<file path="config.mk">
export PLATFORM = sky130hd
export DESIGN_NAME = round_timer
export DESIGN_NICKNAME = d
export VERILOG_FILES = /design/src/duel_pkg.sv /design/src/round_timer.sv
export SDC_FILE = /design/constraint.sdc
export NUM_CORES = 1
export LEC_CHECK = 0
export BUFFER_PORTS_ARGS = -buffer_cell sky130_fd_sc_hd__buf_2
export CAP_MARGIN = 40
export CORE_MARGIN = 2
export CORE_UTILIZATION = 43
export DETAILED_ROUTE_END_ITERATION = 10
export PLACE_DENSITY = 0.66
export SLEW_MARGIN = 25
export SYNTH_ARGS = -nofsm -noshare
export SYNTH_HDL_FRONTEND = slang
export SYNTH_SLANG_ARGS = --single-unit
</file>
<file path="constraint.sdc">
create_clock -name Clk -period 2.7 [get_ports Clk]
set_input_delay 0.135 -clock Clk [delete_from_list [all_inputs] [get_ports Clk]]
set_output_delay 0.135 -clock Clk [all_outputs]
set_load 0.05 [all_outputs]
</file>
<file path="src/duel_pkg.sv">
`default_nettype none

package duel_pkg;

	////////////////////
	// widths with a meaning

	// field coordinate in pixels
	typedef logic [9:0] coord_t;
	// player score or round target
	typedef logic [19:0] score_t;
	// seconds left in the round
	typedef logic [5:0] seconds_t;

	////////////////////
	// encodings

	// codes 6 and 7 mark an empty slot
	typedef enum logic [2:0] {
		BIG_GOLD    = 3'd0,
		MID_GOLD    = 3'd1,
		SMALL_GOLD  = 3'd2,
		BIG_STONE   = 3'd3,
		SMALL_STONE = 3'd4,
		DIAMOND     = 3'd5
	} item_kind_e;

	typedef enum logic [1:0] {
		HOOK_IDLE = 2'd0,
		HOOK_DROP = 2'd1,
		HOOK_REEL = 2'd2
	} hook_state_e;

	////////////////////
	// motion constants, pixels per game tick
	localparam int DROP_STEP       = 4;
	localparam int REEL_STEP_LIGHT = 4;
	localparam int REEL_STEP_HEAVY = 1;
	// catch window around an object centre, per axis
	localparam int HIT_RADIUS      = 6;

	// score credited for one object
	function automatic score_t item_value(input item_kind_e kind);
		unique case (kind)
			BIG_GOLD:    return score_t'(500);
			MID_GOLD:    return score_t'(250);
			SMALL_GOLD:  return score_t'(100);
			BIG_STONE:   return score_t'(20);
			SMALL_STONE: return score_t'(11);
			DIAMOND:     return score_t'(600);
			default:     return '0;
		endcase
	endfunction

	// heavy objects reel in at the slow rate
	function automatic logic item_heavy(input item_kind_e kind);
		return (kind == BIG_GOLD) || (kind == BIG_STONE);
	endfunction

endpackage

`default_nettype wire

</file>
<file path="src/round_timer.sv">
`timescale 1ns/10ps
`default_nettype none

module round_timer import duel_pkg::*; #(
	parameter int TICKS_PER_SECOND = 60,
	parameter int ROUND_SECONDS    = 60
) (
	input  logic     Clk,
	input  logic     arst_n,
	input  logic     new_game,
	input  logic     game_tick,
	output seconds_t seconds,
	output logic     time_end
);

	localparam int PW = (TICKS_PER_SECOND > 1) ? $clog2(TICKS_PER_SECOND) : 1;

	// ticks within the current second
	logic [PW-1:0] presc;

	////////////////////
	// countdown

	always_ff @(posedge Clk or negedge arst_n) begin
		if (!arst_n) begin
			presc    <= '0;
			seconds  <= '0;
			time_end <= 1'b0;
		end else if (new_game) begin
			presc    <= '0;
			seconds  <= seconds_t'(ROUND_SECONDS);
			time_end <= 1'b0;
		end else if (game_tick && (seconds != '0)) begin
			// zero seconds means no round running
			if (presc == PW'(TICKS_PER_SECOND - 1)) begin
				presc   <= '0;
				seconds <= seconds - seconds_t'(1);
				// last second gone
				if (seconds == seconds_t'(1)) begin
					time_end <= 1'b1;
				end
			end else begin
				presc <= presc + PW'(1);
			end
		end
	end

	a_seconds_max: assert property (@(posedge Clk) disable iff (!arst_n)
		seconds <= ROUND_SECONDS);

endmodule

`default_nettype wire

</file>
==> flow_summary.toml <==
[outcome]
outcome = "completed"

[cts]
cts-root-buf = "clkbuf_4"
cts_resized = 0
clock_latency_ns = 0.28
hold_buffers = 1
clk_path_buf_depth = 2
htreeDepth = 1
cts_tree = "yes"
post_cts_buffers = 0
cts_made_buffers = 3
path_clk_slew_ns = 0.08
clock-sinks = 13

[critical_path]
start_kind = "register"
cpMaxStageDelayCell = "dfrtp_1"
slowest_delay_ns = 0.40
worstPathMaxFanout = 9
criticalPathCategory = "register to register"
cp.required_ns = 2.87
crit_start = "seconds[0]"
crit_path_end_kind = "register"
timing.rr.start = "seconds[0]"
crit_path_cell_trace = "inv_1 -> ha_1 -> a21oi_1 -> buf_4 -> nand2_1 -> o41ai_1"
crit_arrival_ns = 1.93

[floorplanning]
core_um2 = 1689
io_pins = 11
rows = 15
die_h_um = 45.99
start_util_pct = 44.89
die_w_um = 45.99
die_area_um2 = 2115

[hold_path]
hold_class = "input pin to register"
hp-start = "new_game"

[timing]
fin_skew_ns = 0.002169
setup_viol = 0
setup_ws_ns = 0.9385
rsz0062_at_grt = "no"
tns_ns = 0
fin_crit_ns = 1.762
tightestPinTransition_ns = 0.3449
finalHoldViolCount = 0
slew_headroom_pct = 76.41
period_share_pct = 65.24
max_freq_mhz = 567.7
final_max_slew_viol_count = 0

[routing]
routed_via_density = 5.757
route.detailed.wl_per_inst_um = 14.40
postRouteAntennaNets = 0
dr.pass1.iters = 4
drt_wl_total_mm = 1.541
drtIter0Drc = 5
vias = 616
drc = 0

[flow_run]
drv_cap = 0

[synth]
synth_nets = 85
post_synth.cell_area_avg_um2 = 9.847
synthTopCellsByCount = "dfrtp_1, nand2_1, a21oi_1"
yosys-top-cells-area = "dfrtp_1, ha_1, a21oi_1, nand2_1, nor4_4"
yosys_register_bits = 13
synth-edff-count = 0
async_flop_share_pct = 100.0
netlist_area_um2 = 758.2
synth_cell_types = 36
synthCells = 77
seq_area_frac_synth_pct = 42.90
synth_top_area_share_pct = 42.90
synth_top_cell_by_area = "dfrtp_1"
synth-main-ff-cell = "dfrtp_1"
yosysWarnings = 0
synth.most_common_cell = "dfrtp_1"

[placed_design]
dp_hpwl_mm = 1.094
dp_worst_setup_slack_ns = 0.9751
gp_congestion = 0.8031
port_buffers = 10

[global_route]
grt_start_max_net_pins = 15
grt_pass1_wl_mm = 2.456
grt_use_total_pct = 16.68
overflow = 0
antenna_found_initial = 0
grt_pass1_vias = 522

[pwr]
p_per_area_nw_per_um2 = 403.2
power_mw = 0.3441
p_leak_nw = 0.3569
peakVddDrop_mv = 0.2250

[finish]
final_nets = 99
layout-drive-gt1-share_pct = 20.00
area_growth_pct = 12.54
final_util_pct = 50.52
antenna_cells = 0
cell type report:
class                   instances  area, um2
fillers                       165      835.8
repair buffers                 12      67.56
well taps                      17      21.27
inverters                       4      15.01
flip-flops and latches         13      325.3
clock buffers                   4      26.28
multi-input cells              57      397.9
power breakdown:
group / total, mW / leakage, nW / switching, mW / internal, mW
sequential: 0.199 / 0.159 / 0.00199 / 0.197
clock: 0.120 / 0.0150 / 0.0630 / 0.0573
combinational: 0.0251 / 0.183 / 0.0166 / 0.00854
total: 0.344 / 0.357 / 0.0815 / 0.263
sequential cells by signal, indices dropped and copies added, names as in the netlist:
name,flops
seconds,6
presc,6
time_end,1
path summary, 6_finish.rpt:
check,slack [ns],endpoint,cells after the start
max,0.94,presc[4],6
min,0.21,seconds[0],2
max reg2reg,0.94,presc[4],6
min reg2reg,0.52,presc[4],1
max in group asynchronous,2.21,presc[0],2
min in group asynchronous,0.26,seconds[2],2
kinds of logic after synthesis:
family,Yosys count,share of synthesized area [%]
AO/OA/AOI/OAI,23,21.62
adder cells (fa/ha/maj),4,6.601
buffers and inverters,7,4.619
flip-flops,13,42.90
multiplexers,1,1.320
AND/OR/NAND/NOR,29,22.94
worst max-delay path, delay by kind of cell, from the launching register on:
kind,cells,cell delay (ns)
buffers and inverters,2,0.32
and+or+nand+nor,1,0.08
adders and majority gates,1,0.24
DFF,1,0.40
AOI/OAI and AO/OA,2,0.61
stage by stage:
step | hold WS, ns | instances | instance area (um2)
after global routing | 0.2190 | 107 | 853.3
after global placement | 0.04038 | 102 | 817.0
after detailed placement | 0.04057 | 102 | 817.0
after floorplan | -0.1606 | 77 | 758.2
final | 0.2087 | 107 | 853.3
after CTS | 0.1935 | 107 | 853.3
routing by layer:
layer	global-route usage [%]	up-vias	part of all wire (%)
met5	0	-	0
met4	8.571	0	2.3
met3	2.381	5	2.7
met2	21.11	9	42
met1	26.54	280	53
li1	-	322	-
cell usage in the layout (no fill, tap or decap), types with 3 or more instances in the layout:
cell type / instances
inv_1: 3
dfrtp_1: 13
nand2_1: 7
a31oi_1: 3
a21oi_1: 6
ha_1: 4
buf_2: 10
clkbuf_4: 3
nor2_1: 5
No activity file was read; power rests on OpenSTA's default activity.
