[config.mk]
export PLATFORM = sky130hd
export DESIGN_NAME = score_keeper
export DESIGN_NICKNAME = d
export VERILOG_FILES = /design/src/duel_pkg.sv /design/src/score_keeper.sv
export SDC_FILE = /design/constraint.sdc
export NUM_CORES = 1
export LEC_CHECK = 0
export ABC_CLOCK_PERIOD_IN_PS = 3500
export BUFFER_PORTS_ARGS = -buffer_cell sky130_fd_sc_hd__buf_2
export CORE_MARGIN = 2
export CORE_UTILIZATION = 40
export CTS_CLUSTER_SIZE = 10
export DETAILED_ROUTE_END_ITERATION = 10
export PLACE_DENSITY_LB_ADDON = 0.3
export RECOVER_POWER = 25
export SYNTH_ARGS = -nofsm -noshare
export SYNTH_HDL_FRONTEND = slang
export SYNTH_SLANG_ARGS = --single-unit
[constraint.sdc]
create_clock -name Clk -period 3.5 [get_ports Clk]
set_input_delay 0.175 -clock Clk [delete_from_list [all_inputs] [get_ports Clk]]
set_output_delay 0.175 -clock Clk [all_outputs]
set_load 0.005 [all_outputs]
[src/duel_pkg.sv]
`default_nettype none

package duel_pkg;

	////////////////////
	// widths with a meaning

	// field coordinate in pixels
	typedef logic [9:0] coord_t;
	// player score or round target
	typedef logic [19:0] score_t;
	// seconds left in the round
	typedef logic [5:0] seconds_t;

	////////////////////
	// encodings

	// codes 6 and 7 mark an empty slot
	typedef enum logic [2:0] {
		BIG_GOLD    = 3'd0,
		MID_GOLD    = 3'd1,
		SMALL_GOLD  = 3'd2,
		BIG_STONE   = 3'd3,
		SMALL_STONE = 3'd4,
		DIAMOND     = 3'd5
	} item_kind_e;

	typedef enum logic [1:0] {
		HOOK_IDLE = 2'd0,
		HOOK_DROP = 2'd1,
		HOOK_REEL = 2'd2
	} hook_state_e;

	////////////////////
	// motion constants, pixels per game tick
	localparam int DROP_STEP       = 4;
	localparam int REEL_STEP_LIGHT = 4;
	localparam int REEL_STEP_HEAVY = 1;
	// catch window around an object centre, per axis
	localparam int HIT_RADIUS      = 6;

	// score credited for one object
	function automatic score_t item_value(input item_kind_e kind);
		unique case (kind)
			BIG_GOLD:    return score_t'(500);
			MID_GOLD:    return score_t'(250);
			SMALL_GOLD:  return score_t'(100);
			BIG_STONE:   return score_t'(20);
			SMALL_STONE: return score_t'(11);
			DIAMOND:     return score_t'(600);
			default:     return '0;
		endcase
	endfunction

	// heavy objects reel in at the slow rate
	function automatic logic item_heavy(input item_kind_e kind);
		return (kind == BIG_GOLD) || (kind == BIG_STONE);
	endfunction

endpackage

`default_nettype wire

[src/score_keeper.sv]
`timescale 1ns/10ps
`default_nettype none

module score_keeper import duel_pkg::*; (
	input  logic   Clk,
	input  logic   arst_n,
	input  logic   new_game,
	input  logic   collect_l,
	input  logic   collect_r,
	input  logic   time_end,
	input  score_t collect_value_l,
	input  score_t collect_value_r,
	input  score_t target_score,
	output score_t score_l,
	output score_t score_r,
	output score_t total_score,
	output logic   show_fail
);

	// previous time_end for edge detect
	logic time_end_q;

	assign total_score = score_l + score_r;

	////////////////////
	// accumulate and judge

	always_ff @(posedge Clk or negedge arst_n) begin
		if (!arst_n) begin
			score_l    <= '0;
			score_r    <= '0;
			time_end_q <= 1'b0;
			show_fail  <= 1'b0;
		end else if (new_game) begin
			score_l    <= '0;
			score_r    <= '0;
			time_end_q <= 1'b0;
			show_fail  <= 1'b0;
		end else begin
			time_end_q <= time_end;
			// scores frozen once time is up
			if (!time_end) begin
				if (collect_l) begin
					score_l <= score_l + collect_value_l;
				end
				if (collect_r) begin
					score_r <= score_r + collect_value_r;
				end
			end
			// verdict on the round end edge
			if (time_end && !time_end_q) begin
				show_fail <= (total_score < target_score);
			end
		end
	end

endmodule

`default_nettype wire

==> results.sh <==
export IMPL_status="complete, but fails checks"
export IMPL_violations="max-capacitance violations, max-slew violations, negative setup slack"
export IMPL_synth_edf_count=0
export IMPL_postRouteAntennaNets=0
export IMPL_hold_ws_ns=0.193
export IMPL_rsz0062_at_grt="yes"
export IMPL_period_minus_slack_ns=3.66
export IMPL_routed_via_density=5.25
export IMPL_placedCellCount=886
export IMPL_setup_viol=1
export IMPL_io_pins=127
export IMPL_routed_wl_mm=13.2
export IMPL_seq_area_frac_synth_pct=22.5
export IMPL_htree_num_levels=2
export IMPL_path_buf_inv=1
export IMPL_ctsHoldBuffers=0
export IMPL_grt_util_all_layers_pct=21.2
export IMPL_whs_path_depth=2
export IMPL_gp_congestion=0.921
export IMPL_leakagePower_nw=3.45
export IMPL_slowest_stage="or4_1"
export IMPL_fp_dieW_um=112
export IMPL_portBuffers=126
export IMPL_crit_fanout=3
export IMPL_worst_slew_pin_transition_ns=2.21
export IMPL_synth_seq_cells=42
export IMPL_max_stage_delay_ns=0.48
export IMPL_synth_async_reset_ratio_pct=100
export IMPL_clock_skew_ns=0.00561
export IMPL_crit_arrival_ns=3.79
export IMPL_max_freq_mhz=273
export IMPL_yosysWarningCount=0
export IMPL_start_util_pct=41.0
export IMPL_final_nets=896
export IMPL_drive_above_1_share_pct=28.6
export IMPL_grt_pass1_vias=4666
export IMPL_drv_slew=43
export IMPL_power_frac_seq_pct=30.1
export IMPL_cp_depth=15
export IMPL_comb_power_share_pct=45.2
export IMPL_ys_types=56
export IMPL_grt_max_degree=47
export IMPL_worst_slack_ns=-0.160
export IMPL_wire_per_inst_um=14.7
export IMPL_avgSynthCellArea_sq_um=8.14
export IMPL_drtPass1Iterations=6
export IMPL_area_delta_synth_final_pct=30.6
export IMPL_syn_num_nets=720
export IMPL_synthCells=575
export IMPL_die_area_sq_um=12600
export IMPL_synth_ff_type="dfrtp_1"
export IMPL_switchingPower_mw=0.674
export IMPL_irDropWorstVdd_mv=0.168
export IMPL_crit_chain="ha_1 -> a21o_1 -> a21oi_4 -> o21ai_2 -> a41o_1 -> o211a_1 -> o41a_1 -> or4_1 -> and3_4 -> ha_4 -> a41oi_1 -> a22oi_2 -> inv_1 -> a2111oi_2 -> a211oi_1"
export IMPL_insertion_delay_ns=0.29
export IMPL_cts_inserted_buffers=5
export IMPL_ff2ff_path_depth=15
export IMPL_cts_sinks=42
export IMPL_grt_pass1_wl_mm=21.8
export IMPL_cts_root_buf="clkbuf_16"
export IMPL_swShare_pct=36.3
export IMPL_synthesis_area_sq_um=4680
export IMPL_clk_path_buf_depth=2
export IMPL_period_share_pct=105
export IMPL_crit_path_start_kind="flop"
export IMPL_cts_tree="done"
export IMPL_cap_violations=1
export IMPL_post_route_drc_count=0
export IMPL_grt_ovfl_total=0
export IMPL_fin_cells=895
export IMPL_powerDensity_nw_per_um2=304
export IMPL_dpl_hpwl_mm=11.0
export IMPL_internal_power_mw=1.18
export IMPL_row_count=39
export IMPL_setup_tns_ns=-0.160
export IMPL_clk_pin_slew_ns=0.06
export IMPL_critPathRequiredTime_ns=3.63
export IMPL_antenna_found_initial=0
export IMPL_cp_end_kind="flop"
export IMPL_n_antenna_cell=0
export IMPL_coreArea_sq_um=11400
export IMPL_drtIter0Drc=199
export IMPL_crit_type="reg -> reg"
export IMPL_path_delay_family="compound AO/OA/AOI/OAI gates"
export IMPL_clockPowerShare_pct=24.7
export IMPL_worstHoldPathType="in -> reg"
export IMPL_via_count=4698
export IMPL_pre_cts_slack_ns=-0.247
export IMPL_slew_headroom_pct=-47.3
export IMPL_die_h_um=112
export IMPL_final_hold_viol_count=0
-- repair_timing --
| action | 4_1_cts | 5_1_grt |
|---|---|---|
| endpoints found under the setup margin | 1 | 1 |
| buffers inserted | 1 | 0 |
| hold endpoints to repair | 0 | 0 |
| pin swaps | 2 | 1 |
| gates resized for setup | 5 | 4 |
| cloned | 0 | 0 |
-- power groups by stage --
stage                     combinational (mW)  sequential [mW]  clock [mW]
after floorplan                        0.497            0.567           0
after global placement                 0.805            0.562           0
after detailed placement               0.822            0.565           0
after CTS                              0.835            0.557       0.471
after global routing                   0.939            0.563       0.491
final                                  0.839            0.559       0.459
-- worst paths after layout --
kind	start	slack (ns)	end
min in group asynchronous	arst_n	0.53	score_l[0]
hold / removal	time_end	0.19	time_end_q
setup reg to reg	score_r[1]	-0.16	show_fail
max in group asynchronous	arst_n	1.55	score_l[1]
hold reg to reg	score_r[17]	0.61	score_r[17]
setup / recovery	score_r[1]	-0.16	show_fail
-- worst register-to-register path, cell delays in order, from the launching register on --
cell and delay [ns]:
dfrtp_2 0.42, ha_1 0.28, a21o_1 0.19, a21oi_4 0.15, o21ai_2 0.09, a41o_1 0.19, o211a_1 0.23, o41a_1 0.34
or4_1 0.48, and3_4 0.18, ha_4 0.27, a41oi_1 0.14, a22oi_2 0.18, inv_1 0.08, a2111oi_2 0.20, a211oi_1 0.09
-- Yosys cell counts, drive strengths merged, types with 4 or more instances --
master,instances,area [sq um]
nand4,8,50.1
xnor2,26,228
nor2b,9,56.3
nor2,37,139
o211ai,4,30.0
nand3b,4,30.0
nand3,17,85.1
o31ai,4,30.0
a211oi,9,67.6
o21bai,8,60.1
nand2,75,282
dfrtp,42,1050
nand2b,8,50.1
a22o,5,43.8
nor3,5,25.0
a21oi,74,385
ha,76,951
a21o,33,249
o21ai,25,129
clkbuf,15,56.3
xor2,20,175
inv,26,97.6
-- through the flow --
step / total power [mW] / instance area (sq um) / util [%]
after CTS: 1.86 / 6090 / 53.3
final: 1.86 / 6110 / 53.5
after global placement: 1.37 / 5890 / 51.6
after detailed placement: 1.39 / 5890 / 51.6
after global routing: 1.99 / 6110 / 53.5
after floorplan: 1.06 / 4710 / -
-- layout by cell type, fill, tap and decap left out, types with 9 or more instances in the layout --
cell type / synthesis / layout
a211oi_1: 9 / 9
a21o_1: 32 / 32
a21oi_1: 72 / 70
buf_2: 0 / 125
buf_4: 0 / 58
dfrtp_1: 42 / 40
ha_1: 76 / 71
inv_1: 26 / 26
nand2_1: 75 / 75
nand3_1: 17 / 17
nor2_1: 37 / 37
nor2b_1: 9 / 9
o21ai_0: 23 / 23
xnor2_1: 26 / 26
xor2_1: 20 / 20
-- routing by layer --
layer / routed length [um] / track usage (%) / part of all wire, % / up-vias
met2: 6340 / 37.0 / 48 / 93
met3: 454 / 2.97 / 3.4 / 17
met4: 218 / 5.93 / 1.7 / 0
met1: 6170 / 27.3 / 47 / 2151
met5: 0 / 0 / 0 / -
li1: - / - / - / 2437
-- registers in the layout, summed over array words and instances (netlist names) --
register and flops:
score_l 20, score_r 20, show_fail 1, time_end_q 1
-- final cells by class --
type / count / area, sq um
clock buffer: 5 / 125
clock inverter: 3 / 21.3
fill: 1086 / 5310
inverter: 26 / 97.6
multi-input combinational: 492 / 3570
sequential: 42 / 1050
tap: 143 / 179
timing repair buffer: 184 / 1060
-- cell families after synthesis --
group,count (synthesis),share of synthesized area (%)
compound gates,185,25.6
simple gates,179,17.7
fa+ha+maj,79,21.6
xor+xnor,46,8.61
flops,42,22.5
buf+inv,41,3.29
mux,3,0.695
No activity file was read; power rests on OpenSTA's default activity.
