[src/duel_pkg.sv]
`default_nettype none

package duel_pkg;

	////////////////////
	// widths with a meaning

	// field coordinate in pixels
	typedef logic [9:0] coord_t;
	// player score or round target
	typedef logic [19:0] score_t;
	// seconds left in the round
	typedef logic [5:0] seconds_t;

	////////////////////
	// encodings

	// codes 6 and 7 mark an empty slot
	typedef enum logic [2:0] {
		BIG_GOLD    = 3'd0,
		MID_GOLD    = 3'd1,
		SMALL_GOLD  = 3'd2,
		BIG_STONE   = 3'd3,
		SMALL_STONE = 3'd4,
		DIAMOND     = 3'd5
	} item_kind_e;

	typedef enum logic [1:0] {
		HOOK_IDLE = 2'd0,
		HOOK_DROP = 2'd1,
		HOOK_REEL = 2'd2
	} hook_state_e;

	////////////////////
	// motion constants, pixels per game tick
	localparam int DROP_STEP       = 4;
	localparam int REEL_STEP_LIGHT = 4;
	localparam int REEL_STEP_HEAVY = 1;
	// catch window around an object centre, per axis
	localparam int HIT_RADIUS      = 6;

	// score credited for one object
	function automatic score_t item_value(input item_kind_e kind);
		unique case (kind)
			BIG_GOLD:    return score_t'(500);
			MID_GOLD:    return score_t'(250);
			SMALL_GOLD:  return score_t'(100);
			BIG_STONE:   return score_t'(20);
			SMALL_STONE: return score_t'(11);
			DIAMOND:     return score_t'(600);
			default:     return '0;
		endcase
	endfunction

	// heavy objects reel in at the slow rate
	function automatic logic item_heavy(input item_kind_e kind);
		return (kind == BIG_GOLD) || (kind == BIG_STONE);
	endfunction

endpackage

`default_nettype wire

[src/item_slot.sv]
`timescale 1ns/10ps
`default_nettype none

module item_slot import duel_pkg::*; (
	input  logic        Clk,
	input  logic        arst_n,
	input  logic        new_game,
	input  logic        game_tick,
	input  coord_t      item_x,
	input  coord_t      item_y,
	input  item_kind_e  kind,
	input  hook_state_e state_l,
	input  hook_state_e state_r,
	input  coord_t      tail_xl,
	input  coord_t      tail_yl,
	input  coord_t      tail_xr,
	input  coord_t      tail_yr,
	input  logic        reel_done_l,
	input  logic        reel_done_r,
	output logic        grab_l,
	output logic        grab_r,
	output logic        held_l,
	output logic        held_r,
	output logic        gone
);

	// position latched at round start
	coord_t pos_x;
	coord_t pos_y;
	logic   on_field;
	logic   hit_l;
	logic   hit_r;

	function automatic logic near(input coord_t a, input coord_t b);
		coord_t d;
		d = (a > b) ? (a - b) : (b - a);
		return d <= HIT_RADIUS;
	endfunction

	always_ff @(posedge Clk) begin
		if (new_game) begin
			pos_x <= item_x;
			pos_y <= item_y;
		end
	end

	assign on_field = !gone && !held_l && !held_r;

	// only a dropping tail can catch
	assign hit_l = on_field && (state_l == HOOK_DROP) &&
		near(tail_xl, pos_x) && near(tail_yl, pos_y);
	assign hit_r = on_field && (state_r == HOOK_DROP) &&
		near(tail_xr, pos_x) && near(tail_yr, pos_y);

	// left hook wins a tie
	assign grab_l = game_tick && hit_l;
	assign grab_r = game_tick && hit_r && !hit_l;

	////////////////////
	// field, held, gone

	always_ff @(posedge Clk or negedge arst_n) begin
		if (!arst_n) begin
			// field empty until the first round
			gone   <= 1'b1;
			held_l <= 1'b0;
			held_r <= 1'b0;
		end else if (new_game) begin
			// empty slot codes start out gone
			gone   <= (kind > DIAMOND);
			held_l <= 1'b0;
			held_r <= 1'b0;
		end else begin
			if (grab_l) begin
				held_l <= 1'b1;
			end else if (grab_r) begin
				held_r <= 1'b1;
			end
			// holder is home, object leaves
			if (held_l && reel_done_l) begin
				held_l <= 1'b0;
				gone   <= 1'b1;
			end
			if (held_r && reel_done_r) begin
				held_r <= 1'b0;
				gone   <= 1'b1;
			end
		end
	end

	// one owner at a time
	a_single_owner: assert property (@(posedge Clk) disable iff (!arst_n)
		!(held_l && held_r));

endmodule

`default_nettype wire

[src/item_field.sv]
`timescale 1ns/10ps
`default_nettype none

module item_field import duel_pkg::*; #(
	parameter int NUM_ITEMS = 8
) (
	input  logic             Clk,
	input  logic             arst_n,
	input  logic             new_game,
	input  logic             game_tick,
	input  coord_t           item_x [NUM_ITEMS],
	input  coord_t           item_y [NUM_ITEMS],
	input  item_kind_e       kinds [NUM_ITEMS],
	input  hook_state_e      state_l,
	input  hook_state_e      state_r,
	input  coord_t           tail_xl,
	input  coord_t           tail_yl,
	input  coord_t           tail_xr,
	input  coord_t           tail_yr,
	input  logic             reel_done_l,
	input  logic             reel_done_r,
	output logic             grab_l,
	output logic             grab_r,
	output logic             heavy_load_l,
	output logic             heavy_load_r,
	output logic             collect_l,
	output logic             collect_r,
	output score_t           collect_value_l,
	output score_t           collect_value_r,
	output logic [NUM_ITEMS-1:0] gone_mask
);

	logic [NUM_ITEMS-1:0] grab_vl;
	logic [NUM_ITEMS-1:0] grab_vr;
	logic [NUM_ITEMS-1:0] held_vl;
	logic [NUM_ITEMS-1:0] held_vr;
	logic [NUM_ITEMS-1:0] heavy_v;
	// kinds latched with the positions
	item_kind_e           kind_q [NUM_ITEMS];
	score_t               sum_l;
	score_t               sum_r;

	for (genvar i = 0; i < NUM_ITEMS; i++) begin : g_slot
		item_slot u_slot (
			.Clk         (Clk),
			.arst_n      (arst_n),
			.new_game    (new_game),
			.game_tick   (game_tick),
			.item_x      (item_x[i]),
			.item_y      (item_y[i]),
			.kind        (kinds[i]),
			.state_l     (state_l),
			.state_r     (state_r),
			.tail_xl     (tail_xl),
			.tail_yl     (tail_yl),
			.tail_xr     (tail_xr),
			.tail_yr     (tail_yr),
			.reel_done_l (reel_done_l),
			.reel_done_r (reel_done_r),
			.grab_l      (grab_vl[i]),
			.grab_r      (grab_vr[i]),
			.held_l      (held_vl[i]),
			.held_r      (held_vr[i]),
			.gone        (gone_mask[i])
		);
	end

	always_ff @(posedge Clk) begin
		if (new_game) begin
			kind_q <= kinds;
		end
	end

	////////////////////
	// per player reductions

	always_comb begin
		sum_l = '0;
		sum_r = '0;
		for (int i = 0; i < NUM_ITEMS; i++) begin
			heavy_v[i] = item_heavy(kind_q[i]);
			// a hook may carry more than one object
			if (held_vl[i]) begin
				sum_l = sum_l + item_value(kind_q[i]);
			end
			if (held_vr[i]) begin
				sum_r = sum_r + item_value(kind_q[i]);
			end
		end
	end

	assign grab_l       = |grab_vl;
	assign grab_r       = |grab_vr;
	assign heavy_load_l = |(held_vl & heavy_v);
	assign heavy_load_r = |(held_vr & heavy_v);

	// collect one cycle after reel_done, empty hook gives nothing
	always_ff @(posedge Clk or negedge arst_n) begin
		if (!arst_n) begin
			collect_l <= 1'b0;
			collect_r <= 1'b0;
		end else if (new_game) begin
			collect_l <= 1'b0;
			collect_r <= 1'b0;
		end else begin
			collect_l <= reel_done_l && (|held_vl);
			collect_r <= reel_done_r && (|held_vr);
		end
	end

	// value travels with the pulse
	always_ff @(posedge Clk) begin
		collect_value_l <= sum_l;
		collect_value_r <= sum_r;
	end

endmodule

`default_nettype wire

[config.mk]
export PLATFORM = sky130hd
export DESIGN_NAME = item_field
export DESIGN_NICKNAME = d
export VERILOG_FILES = /design/src/duel_pkg.sv /design/src/item_slot.sv /design/src/item_field.sv
export SDC_FILE = /design/constraint.sdc
export NUM_CORES = 2
export LEC_CHECK = 0
export ABC_AREA = 1
export ABC_CLOCK_PERIOD_IN_PS = 10680
export BUFFER_PORTS_ARGS = -buffer_cell sky130_fd_sc_hd__buf_2
export CAP_MARGIN = 20
export CORE_MARGIN = 2
export CORE_UTILIZATION = 40
export CTS_CLUSTER_SIZE = 40
export DETAILED_ROUTE_END_ITERATION = 12
export SLEW_MARGIN = 5
export SYNTH_ARGS = -nofsm -noshare
export SYNTH_HDL_FRONTEND = slang
export SYNTH_HIERARCHICAL = 1
export SYNTH_SLANG_ARGS = --single-unit
[constraint.sdc]
create_clock -name Clk -period 10.68 [get_ports Clk]
set_clock_uncertainty 0.1 [all_clocks]
set_input_delay 2.67 -clock Clk [delete_from_list [all_inputs] [get_ports Clk]]
set_output_delay 2.67 -clock Clk [all_outputs]
set_load 0.02 [all_outputs]
==> results.toml <==
[run_status]
outcome = "completed"

[synth]
ys.flop_type = "edfxtp_1"
synthCells = 9388
synth-edff-count = 184
synth_area_sq_mm = 0.0555
ys_seq_area_share_pct = 12.4
synth_cell_types = 68
synth_warnings = 6
avgSynthCellArea_sq_um = 5.91
synth-seq-cells = 244
async_flop_share_pct = 10.7

[floorplanning]
num_io_pins = 288
die_w_um = 377
core_area_sq_mm = 0.138
die-area_sq_mm = 0.142
initial_core_util_pct = 40.3
fp.dieH_um = 377
num_rows = 136

[timing]
rsz0062_at_grt = "no"
finalHoldViolCount = 0
max_freq_mhz = 99.4
setup_viol_count_final = 0
fin_ws_ns = 0.622
min_period_over_period_pct = 94.2
max-slew-margin-rel_pct = 20.6
tightestPinTransition_ns = 1.19
slew_viol_final = 0
finalSetupTns_ns = 0
fin_crit_ns = 10.06

[clock_network]
htreeDepth = 2
clk_pin_slew_ns = 0.06
insertion_delay_ns = 0.63
clockBufferDepth = 3
holdBufCountCts = 0
tritoncts = "built"
post-cts-setup-buffers = 0
post_cts_resized = 0
numCtsBuffers = 39
cts_root_buffer = "clkbuf_16"
cts.sinks = 244

[critical_path]
slowest_stage = "nor4_1"
crit_buf_inv = 4
critPathMaxFanout = 24
crit_path_start_kind = "input pin"
criticalPathCategory = "input pin to primary output"
cp_data_arrival_time_ns = 7.29
cp.required_ns = 7.91
slowest_delay_ns = 0.93
crit_chain = "buf_2, inv_1, fa_1, inv_1, nand4_1, nand3_1, nand2_1, a21oi_1, nor2_2, o211ai_1, nor2_1, nand3b_1, nor3_1, nor4_1, nand2_1, buf_2"
crit_family = "simple AND/OR/NAND/NOR gates"
critPathCaptureType = "primary output"

[global_route]
grt_pass1_wl_um = 317000
grt.overflow.total = 0
grt_max_degree = 97
grt_pass1_vias = 55726
grt_antenna_before_repair = 11
grt.total_usage_pct = 28.7

[routing]
drtIter0Drc = 4539
viasPerCell = 5.22
route.vias.total = 59455
drt_wl_total_um = 209000
wl_per_cell_um = 18.3
drc_errors = 0
drtAntennaViolNets = 0
drt_pass1_iterations = 8

[final_layout]
layout-drive-gt1-share_pct = 7.44
syn_to_final_growth_pct = 7.25
nets = 10619

[place]
io_buffers = 281
hpwl_um = 170000
place_ws_ns = 0.634
gp_congestion = 0.981

[power]
totalPowerFinal_mw = 5.91
peakVddDrop_mv = 0.119
p_leak_nw = 34.3
cellPowerDensity_mw_per_mm2 = 99.3

[flow_run]
cap_viol_max_count = 0

[min_path]
hold_path.class = "flip-flop to flip-flop"
## metrics by stage
| step | instance area [sq um] | std cells | hold WS [ns] | util (%) |
|---|---|---|---|---|
| 2_1_floorplan | 55600 | 9397 | 0.414 | - |
| 3_3_place_gp | 58300 | 11316 | 0.463 | 42.3 |
| 3_5_place_dp | 58300 | 11316 | 0.458 | 42.3 |
| 4_1_cts | 59500 | 11385 | 0.470 | 43.2 |
| 5_1_grt | 59500 | 11389 | 0.499 | 43.2 |
| 6_report | 59500 | 11393 | 0.474 | 43.3 |
## final timing paths
path / start / endpoint / slack [ns] / depth (start not counted)
min: g_slot[7].u_slot/gone$_DFFE_PN1P_ / g_slot[7].u_slot/gone$_DFFE_PN1P_ / 0.47 / 2
min in group asynchronous: arst_n / g_slot[7].u_slot/held_r$_DFFE_PN0P_ / 1.98 / 1
max: tail_yl[1] / grab_l / 0.62 / 16
max in group asynchronous: arst_n / g_slot[1].u_slot/held_l$_DFFE_PN0P_ / 7.99 / 1
max reg2reg: g_slot[0].u_slot/held_r$_DFFE_PN0P_ / collect_value_r[13]$_DFF_P_ / 1.52 / 52
min reg2reg: g_slot[7].u_slot/gone$_DFFE_PN1P_ / g_slot[7].u_slot/gone$_DFFE_PN1P_ / 0.47 / 2
## synth_stat cells (18+ instances only)
cell type	count	area, sq um
nand3b_1	41	308
o21bai_1	71	533
xnor2_1	59	517
edfxtp_1	184	5530
a21boi_0	18	135
nand2_2	92	576
o211ai_1	21	158
nor2_1	789	2960
nand4_1	177	1110
xor2_1	214	1870
clkbuf_1	20	75.1
o21a_1	29	218
inv_2	58	218
buf_2	86	430
and2_1	18	113
fa_1	78	1560
o21ai_0	214	1070
a21oi_1	474	2370
nand2_1	3047	11400
buf_4	46	345
nor3_1	40	200
a31oi_1	52	325
or2_2	27	169
nand3_2	39	390
dfrtp_1	18	450
inv_1	1629	6110
a21o_1	30	225
ha_1	744	9310
nand3_1	680	3400
nor2_2	42	263
dfxtp_1	34	681
o21ai_1	130	651
nand2_4	20	225
buf_6	22	248
## worst min-delay path, stage by stage, from the launching register on
cell and delay, ns:
dfstp_2 0.38, a21oi_1 0.11, a31oi_1 0.09
## cell families (layout without fill, tap and decap cells)
family | count (synthesis) | in the layout | synth area share (%)
other | 1 | 18 | 0.00675
buffers and inverters | 1882 | 2076 | 13.6
AOI/OAI and AO/OA | 1100 | 1100 | 11.2
adders and majority gates | 822 | 822 | 19.6
muxes | 2 | 2 | 0.0361
DFF | 244 | 244 | 12.4
xor gates and xnor gates | 273 | 273 | 4.31
and+or+nand+nor | 5064 | 5064 | 38.9
## cell type report
| cell class | count | area (sq um) |
|---|---|---|
| inverter | 1697 | 6380 |
| tap | 1794 | 2240 |
| antenna | 8 | 20.0 |
| multi-input combinational | 7271 | 41200 |
| clock buffer | 41 | 983 |
| timing repair buffer | 310 | 1630 |
| sequential | 244 | 6870 |
| fill | 15041 | 78100 |
| clock inverter | 28 | 259 |
## report_power, final
group | switching, mW | leakage [nW] | internal, mW
registers | 0.100 | 2.41 | 1.10
logic | 2.30 | 31.2 | 1.11
clock network | 0.555 | 0.622 | 0.749
## state kept, by name (all words and copies together), names as in the netlist
name and flops:
g_slot.u_slot/gone 8, g_slot.u_slot/pos_x 80, g_slot.u_slot/pos_y 80, collect_value_r 17, collect_value_l 17, kind_q 24, g_slot.u_slot/held_l 8, collect_l 1
g_slot.u_slot/held_r 8, collect_r 1
## layout by cell type (no fill, tap or decap), types with 40 or more instances in the layout
cell      instances
a21oi_1         474
a31oi_1          52
buf_2           280
edfxtp_1        184
fa_1             78
ha_1            744
inv_1          1629
inv_2            58
nand2_1        3047
nand2_2          92
nand3_1         680
nand3b_1         41
nand4_1         177
nor2_1          789
nor2_2           42
nor3_1           40
o21ai_0         214
o21ai_1         130
o21bai_1         71
xnor2_1          59
xor2_1          214
## metal layers
metal	GRT usage, %	wire length [um]	vias up
li1	-	-	29965
met1	38.0	92700	27229
met2	47.1	93000	1919
met3	3.45	13200	340
met4	11.9	9760	2
met5	0	13	-
No activity file was read; power rests on OpenSTA's default activity.
